$ cat config.mk
export PLATFORM = sky130hd
export DESIGN_NAME = saa1099_top
export DESIGN_NICKNAME = d
export VERILOG_FILES = /design/src/saa_pkg.sv /design/src/saa_regfile.sv /design/src/saa_tone_gen.sv /design/src/saa_noise_gen.sv /design/src/saa_channel_mixer.sv /design/src/saa_output_mixer.sv /design/src/saa1099_top.sv
export SDC_FILE = /design/constraint.sdc
export NUM_CORES = 1
export LEC_CHECK = 0
export BUFFER_PORTS_ARGS = -buffer_cell sky130_fd_sc_hd__buf_4
export CAP_MARGIN = 20
export CORE_MARGIN = 2
export CORE_UTILIZATION = 50
export CTS_CLUSTER_SIZE = 25
export DETAILED_ROUTE_END_ITERATION = 12
export PLACE_DENSITY_LB_ADDON = 0.25
export SYNTH_ARGS = -nofsm -noshare
export SYNTH_HDL_FRONTEND = slang
export SYNTH_HIERARCHICAL = 1
export SYNTH_SLANG_ARGS = --single-unit
$ cat constraint.sdc
create_clock -name clk -period 10 [get_ports clk]
set_input_delay 2.5 -clock clk [delete_from_list [all_inputs] [get_ports clk]]
set_output_delay 2.5 -clock clk [all_outputs]
set_load 0.05 [all_outputs]
$ cat src/saa_pkg.sv
package saa_pkg;

    //////////////////////////////////////////////////////////////////////
    // vector types
    //////////////////////////////////////////////////////////////////////

    // bus data byte, also one audio output sample
    typedef logic [7:0] byte_t;

    // amplitude of one side of a channel
    typedef logic [3:0] amp_t;

    // channel level on one side, tone plus noise gives up to 2x amplitude
    typedef logic [4:0] level_t;

    typedef logic [2:0] octave_t;

    // divider terminal count, 510 minus the written byte
    typedef logic [8:0] freq_t;

    // 0..2 fixed rates, 3 follows the tone generator carry
    typedef logic [1:0] noise_sel_t;

    //////////////////////////////////////////////////////////////////////
    // structs
    //////////////////////////////////////////////////////////////////////

    typedef struct packed {
        logic  cs_n;
        logic  a0;
        logic  wr_n;
        byte_t din;
    } saa_bus_t;

    typedef struct packed {
        amp_t    amp_l;
        amp_t    amp_r;
        octave_t octave;
        freq_t   freq;
        logic    tone_en;
        logic    noise_en;
    } chan_cfg_t;

    typedef struct packed {
        chan_cfg_t  [5:0] chan;
        noise_sel_t [1:0] noise_sel;
        logic             sound_en;
        logic             sync;
    } saa_cfg_t;

    // output curve, slope halves above the knee
    localparam byte_t COMP_KNEE = 8'd64;

    localparam logic [30:0] DEFAULT_SEED = 31'h11111111;

endpackage

$ cat src/saa_regfile.sv
module saa_regfile import saa_pkg::*; (
    input  logic     clk,
    input  logic     rst_n,
    input  saa_bus_t bus,
    output saa_cfg_t cfg
);

    logic [4:0]  addr_q;
    byte_t [5:0] amp_q;
    freq_t [5:0] freq_q;
    byte_t [2:0] oct_q;
    byte_t       freq_en_q;
    byte_t       noise_en_q;
    byte_t       noise_gen_q;
    byte_t       env0_q;
    byte_t       env1_q;
    byte_t       ctrl_q;

    logic        wr;
    logic [5:0]  tone_block;

    assign wr = !bus.cs_n && !bus.wr_n;

    //////////////////////////////////////////////////////////////////////
    // address latch and register writes
    //////////////////////////////////////////////////////////////////////

    always_ff @(posedge clk) begin
        if (!rst_n) begin
            addr_q      <= '0;
            amp_q       <= '0;
            freq_q      <= '0;
            oct_q       <= '0;
            freq_en_q   <= '0;
            noise_en_q  <= '0;
            noise_gen_q <= '0;
            env0_q      <= '0;
            env1_q      <= '0;
            ctrl_q      <= '0;
        end else if (wr) begin
            if (bus.a0) begin
                addr_q <= bus.din[4:0];
            end else begin
                case (addr_q)
                    5'h00, 5'h01, 5'h02, 5'h03, 5'h04, 5'h05:
                        amp_q[addr_q[2:0]] <= bus.din;
                    // stored as terminal count of the divider
                    5'h08, 5'h09, 5'h0a, 5'h0b, 5'h0c, 5'h0d:
                        freq_q[addr_q[2:0]] <= 9'd510 - {1'b0, bus.din};
                    5'h10, 5'h11, 5'h12:
                        oct_q[addr_q[1:0]] <= bus.din;
                    5'h14: freq_en_q   <= bus.din;
                    5'h15: noise_en_q  <= bus.din;
                    5'h16: noise_gen_q <= bus.din;
                    5'h18: env0_q      <= bus.din;
                    5'h19: env1_q      <= bus.din;
                    5'h1c: ctrl_q      <= bus.din;
                    default: ;
                endcase
            end
        end
    end

    // gens 0 and 3 lose tone duty when clocking noise,
    // gens 1 and 4 when the envelope claims them
    assign tone_block = {1'b0, env1_q[7], noise_gen_q[5:4] == 2'd3,
                         1'b0, env0_q[7], noise_gen_q[1:0] == 2'd3};

    always_comb begin
        for (int i = 0; i < 6; i++) begin
            cfg.chan[i].amp_l    = amp_q[i][3:0];
            cfg.chan[i].amp_r    = amp_q[i][7:4];
            cfg.chan[i].octave   = oct_q[i / 2][(i % 2) * 4 +: 3];
            cfg.chan[i].freq     = freq_q[i];
            cfg.chan[i].tone_en  = freq_en_q[i] && !tone_block[i];
            cfg.chan[i].noise_en = noise_en_q[i];
        end
        cfg.noise_sel[0] = noise_gen_q[1:0];
        cfg.noise_sel[1] = noise_gen_q[5:4];
        cfg.sound_en     = ctrl_q[0];
        cfg.sync         = ctrl_q[1];
    end

endmodule

$ cat src/saa_tone_gen.sv
module saa_tone_gen import saa_pkg::*; (
    input  logic    clk,
    input  logic    rst_n,
    input  logic    sync,
    input  octave_t octave,
    input  freq_t   freq,
    output logic    tone,
    output logic    carry
);

    logic [7:0] pre_cnt;
    logic [7:0] pre_last;
    logic       pre_pulse;
    freq_t      div_cnt;

    // prescaler period is 256 >> octave cycles
    assign pre_last  = 8'hff >> octave;
    assign pre_pulse = (pre_cnt == pre_last);

    always_ff @(posedge clk) begin
        if (!rst_n || sync) begin
            pre_cnt <= '0;
        end else if (pre_pulse) begin
            pre_cnt <= '0;
        end else begin
            pre_cnt <= pre_cnt + 8'd1;
        end
    end

    //////////////////////////////////////////////////////////////////////
    // frequency divider
    //////////////////////////////////////////////////////////////////////

    always_ff @(posedge clk) begin
        if (!rst_n || sync) begin
            div_cnt <= '0;
            tone    <= 1'b0;
        end else if (pre_pulse) begin
            if (div_cnt == freq) begin
                div_cnt <= '0;
                tone    <= !tone;
            end else begin
                div_cnt <= div_cnt + 9'd1;
            end
        end
    end

    // one cycle wide, only on a prescaler pulse
    assign carry = pre_pulse && (div_cnt == freq);

endmodule

$ cat src/saa_noise_gen.sv
module saa_noise_gen import saa_pkg::*; #(
    parameter logic [30:0] SEED = DEFAULT_SEED
) (
    input  logic       clk,
    input  logic       rst_n,
    input  logic       carry,
    input  noise_sel_t sel,
    output logic       noise
);

    logic [9:0]  rate_cnt;
    logic [9:0]  rate_last;
    logic        rate_tick;
    logic        step;
    logic [30:0] lfsr;

    always_comb begin
        case (sel)
            2'd0:    rate_last = 10'd255;
            2'd1:    rate_last = 10'd511;
            default: rate_last = 10'd1023;
        endcase
    end

    // >= so a switch to a faster rate does not run the counter around
    assign rate_tick = (rate_cnt >= rate_last);

    always_ff @(posedge clk) begin
        if (!rst_n || rate_tick) begin
            rate_cnt <= '0;
        end else begin
            rate_cnt <= rate_cnt + 10'd1;
        end
    end

    assign step = (sel == 2'd3) ? carry : rate_tick;

    always_ff @(posedge clk) begin
        if (!rst_n) begin
            lfsr <= SEED;
        end else if (step) begin
            lfsr <= {lfsr[29:0], lfsr[2] ^ lfsr[30]};
        end
    end

    assign noise = lfsr[0];

endmodule

$ cat src/saa_channel_mixer.sv
module saa_channel_mixer import saa_pkg::*; (
    input  logic      clk,
    input  logic      rst_n,
    input  logic      tone,
    input  logic      noise,
    input  chan_cfg_t cfg,
    output level_t    level_l,
    output level_t    level_r
);

    logic   tone_on;
    logic   noise_on;
    level_t next_l;
    level_t next_r;

    assign tone_on  = cfg.tone_en && tone;
    assign noise_on = cfg.noise_en && noise;

    // amplitude counts once for tone, once more for noise
    assign next_l = (tone_on  ? level_t'(cfg.amp_l) : '0)
                  + (noise_on ? level_t'(cfg.amp_l) : '0);
    assign next_r = (tone_on  ? level_t'(cfg.amp_r) : '0)
                  + (noise_on ? level_t'(cfg.amp_r) : '0);

    always_ff @(posedge clk) begin
        if (!rst_n) begin
            level_l <= '0;
            level_r <= '0;
        end else begin
            level_l <= next_l;
            level_r <= next_r;
        end
    end

endmodule

$ cat src/saa_output_mixer.sv
module saa_output_mixer import saa_pkg::*; (
    input  logic         clk,
    input  logic         rst_n,
    input  logic         sound_en,
    input  level_t [5:0] levels,
    output byte_t        sample
);

    byte_t sum;
    byte_t curved;

    // six channels at most 30 each, fits a byte
    always_comb begin
        sum = '0;
        if (sound_en) begin
            for (int i = 0; i < 6; i++) begin
                sum = sum + byte_t'(levels[i]);
            end
        end
    end

    // compressing transfer curve
    always_comb begin
        if (sum > COMP_KNEE) begin
            curved = COMP_KNEE + ((sum - COMP_KNEE) >> 1);
        end else begin
            curved = sum;
        end
    end

    always_ff @(posedge clk) begin
        if (!rst_n) begin
            sample <= '0;
        end else begin
            sample <= curved;
        end
    end

endmodule

$ cat src/saa1099_top.sv
module saa1099_top import saa_pkg::*; #(
    parameter logic [30:0] SEED = DEFAULT_SEED
) (
    input  logic     clk,
    input  logic     rst_n,
    input  saa_bus_t bus,
    output byte_t    out_l,
    output byte_t    out_r
);

    saa_cfg_t     cfg;
    logic [5:0]   tone;
    logic [5:0]   carry;
    logic [1:0]   noise;
    level_t [5:0] level_l;
    level_t [5:0] level_r;

    saa_regfile u_regfile (
        .clk   (clk),
        .rst_n (rst_n),
        .bus   (bus),
        .cfg   (cfg)
    );

    //////////////////////////////////////////////////////////////////////
    // tone generators and channel mixers
    //////////////////////////////////////////////////////////////////////

    for (genvar i = 0; i < 6; i++) begin : g_chan
        saa_tone_gen u_tone (
            .clk    (clk),
            .rst_n  (rst_n),
            .sync   (cfg.sync),
            .octave (cfg.chan[i].octave),
            .freq   (cfg.chan[i].freq),
            .tone   (tone[i]),
            .carry  (carry[i])
        );

        // channels 0..2 share noise 0, 3..5 share noise 1
        saa_channel_mixer u_mix (
            .clk     (clk),
            .rst_n   (rst_n),
            .tone    (tone[i]),
            .noise   (noise[i / 3]),
            .cfg     (cfg.chan[i]),
            .level_l (level_l[i]),
            .level_r (level_r[i])
        );
    end

    //////////////////////////////////////////////////////////////////////
    // noise generators, clocked by gens 0 and 3 when selected
    //////////////////////////////////////////////////////////////////////

    for (genvar n = 0; n < 2; n++) begin : g_noise
        saa_noise_gen #(
            .SEED (SEED)
        ) u_noise (
            .clk   (clk),
            .rst_n (rst_n),
            .carry (carry[n * 3]),
            .sel   (cfg.noise_sel[n]),
            .noise (noise[n])
        );
    end

    // final mix, one per side
    saa_output_mixer u_out_l (
        .clk      (clk),
        .rst_n    (rst_n),
        .sound_en (cfg.sound_en),
        .levels   (level_l),
        .sample   (out_l)
    );

    saa_output_mixer u_out_r (
        .clk      (clk),
        .rst_n    (rst_n),
        .sound_en (cfg.sound_en),
        .levels   (level_r),
        .sample   (out_r)
    );

endmodule

==> impl_metrics.yaml <==
worst_setup_path:
  worstPathRequired_ns: 10.49
  start_kind: "register"
  crit_top_cell: "inv_1"
  worstPathCellList: "inv_1 > fa_1 > inv_1 > fa_1 > inv_1 > fa_1 > inv_1 > ha_1 > inv_1 > fa_1 > nor2b_1 > o21ai_0 > nand2_1 > xnor2_1 > nand2_1 > ha_1 > a31oi_1 > mux2i_1"
  crit_buf_inv: 5
  cp_slowest_cell: "fa_1"
  reg2regPathDepth: 18
  cp.arrival_ns: 4.83
  r2r-end: "u_out_r/sample[3]"
  max_stage_delay_ns: 0.54
  critical_path.top_delay_family: "adder cells"
  path_max_fanout: 3
  path_class: "register to register"
  cp-end-kind: "register"
  r2r-start: "g_chan[0].u_mix/level_r[2]"
  ff2ff_setup_slack_ns: 5.65
cells_and_area:
  final_area_um2: 24250
  nFillCells: 3905
  multi_input_area_um2: 12810
  areaGrowthSynthToFinish_pct: 9.430
  mostFrequentLayoutCells: "411 x dfxtp_1, 257 x nand2_1, 179 x mux2i_1"
  num-nets-final: 2476
  seqCellArea_um2: 8228
  drive_gt1_frac: 0.09091
  diodes: 0
  final_core_util: 0.5519
  mostFrequentLayoutCell: "dfxtp_1"
floorplan:
  coreArea_um2: 43930
  rows: 77
  die_h_um: 214.5
  die_x_um: 214.5
  dieArea_um2: 46020
  io_pins: 29
  initial_core_util: 0.5044
hold_path:
  holdCritPathClass: "register to register"
  hp-start: "g_noise[1].u_noise/rate_cnt[0]"
  min_to: "g_noise[1].u_noise/rate_cnt[0]"
  min_path_cells: 1
route:
  dr.pass1.iters: 5
  drc: 0
  met3WireLength_um: 2193
  met1_length_um: 22340
  antenna_left: 0
  vias: 16316
  drt-total-wl_um: 48140
  viasPerCell: 5.518
  wire_per_inst_um: 16.28
  drt_iter0_drc: 1006
  top_layer: "met4"
  wl_met2_um: 22470
yosys:
  netlist_area_um2: 22160
  synthCells: 2346
  synth_fp_nets: 2494
  syn_avg_cell_area_um2: 9.445
  yosysWarnings: 6
cts:
  post_cts_buffers: 0
  clock_path_buffers: 3
  cts_buffers: 45
  clk_latency_ns: 0.57
  cts_tree: "built"
  root_buffer: "clkbuf_16"
  cts_hold_buf: 0
  cts_resized: 0
  cts.sinks: 411
  cts_max_level: 2
  path_clk_slew_ns: 0.06
pwr:
  powerDensity_nw_per_um2: 147.2
  ir_worst_vdd_v: 0.0002064
  power.leakage_uw: 0.01049
  pwr-share-comb: 0.029
  clockPowerShare: 0.505
  p_int_uw: 2800
  swShare: 0.2156
  seq_power_share: 0.466
  power_switching_uw: 769.8
sta:
  whs_ns: 0.4545
  rsz0062_at_grt: "false"
  finalMaxSlewViolations: 0
  fin_crit_sh: 0.4346
  setup_violations: 0
  finalSetupTns_ns: 0
  fmax_mhz: 230.1
  fin_skew_ns: 0.01341
  fin_crit_ns: 4.346
  hold_viol_final: 0
  worstMarginPinSlew_ns: 1.030
  relSlewSlack: 0.3081
global_routing:
  grt_usage: 0.2129
  antenna_found_initial: 0
  overflow: 0
  grt_max_degree: 127
  grt_pass1_vias: 16211
  grt_pass1_wl_um: 81760
run:
  max-cap-violations: 0
placed_design:
  io_buffers: 28
  gp_congestion: 0.8269
  placed_area_um2: 22600
  post-dp-hpwl_um: 33680
status:
  outcome: "completed"
## cell type report
cell class	count	share of cell area
Clock inverter	20	0.01182
Sequential cell	411	0.3393
Multi-Input combinational cell	1684	0.5284
Timing Repair Buffer	34	0.01073
Inverter	152	0.02353
Clock buffer	64	0.05568
Tap cell	592	0.03055
## metal layers
layer  GRT usage  vias up
met4     0.06852        0
met5           0        -
met3     0.03333       62
met2      0.3542      282
li1            -     8148
met1      0.2838     7824
## flip-flops by register name, indices dropped and copies added (netlist names), 8 cells and up
name                      cells
u_regfile/cfg               120
g_chan.u_tone/pre_cnt        48
g_chan.u_mix/level_r         30
g_noise.u_noise/lfsr         62
u_out_r/sample                8
g_chan.u_mix/level_l         30
g_noise.u_noise/rate_cnt     20
u_out_l/sample                8
g_chan.u_tone/div_cnt        54
## stage by stage
stage	setup WS [ns]	power (uW)	std cells
floorplan	5.958	1767	2346
CTS	5.633	3615	2956
detailed placement	5.282	1802	2872
global route	5.344	3692	2957
global placement	5.363	1798	2871
finish	5.654	3570	2957
## worst reg2reg max path, delay by kind of cell (launching register included)
kind / cells / cell delay [ns]
adders and majority gates: 6 / 2.39
muxes: 1 / 0.26
xor gates and xnor gates: 1 / 0.13
DFF: 1 / 0.30
AOI/OAI and AO/OA: 2 / 0.48
and+or+nand+nor: 3 / 0.41
buffers and inverters: 5 / 0.29
## power by group through the flow
stage          clock network, uW  logic (uW)  registers (uW)
3_3_place_gp                   0        99.0            1700
2_1_floorplan                  0        72.7            1690
6_report                    1800         102            1660
4_1_cts                     1850         102            1660
3_5_place_dp                   0         102            1700
5_1_grt                     1920         112            1670
## worst max-delay path by stage
stage                                     startpoint                           to  slack, ns  cells past startpoint
after global placement                         rst_n        g_chan[1].u_tone/tone       5.36                      6
after detailed placement                       rst_n  g_chan[1].u_tone/div_cnt[2]       5.28                      5
after global routing      g_chan[0].u_mix/level_l[2]            u_out_l/sample[3]       5.34                     18
after CTS                 g_chan[0].u_mix/level_r[2]            u_out_r/sample[3]       5.63                     18
final                     g_chan[0].u_mix/level_r[2]            u_out_r/sample[3]       5.65                     18
after floorplan                               bus[8]      u_regfile/noise_en_q[3]       5.96                      6
Note: power is estimated with default switching activity, not from simulation.
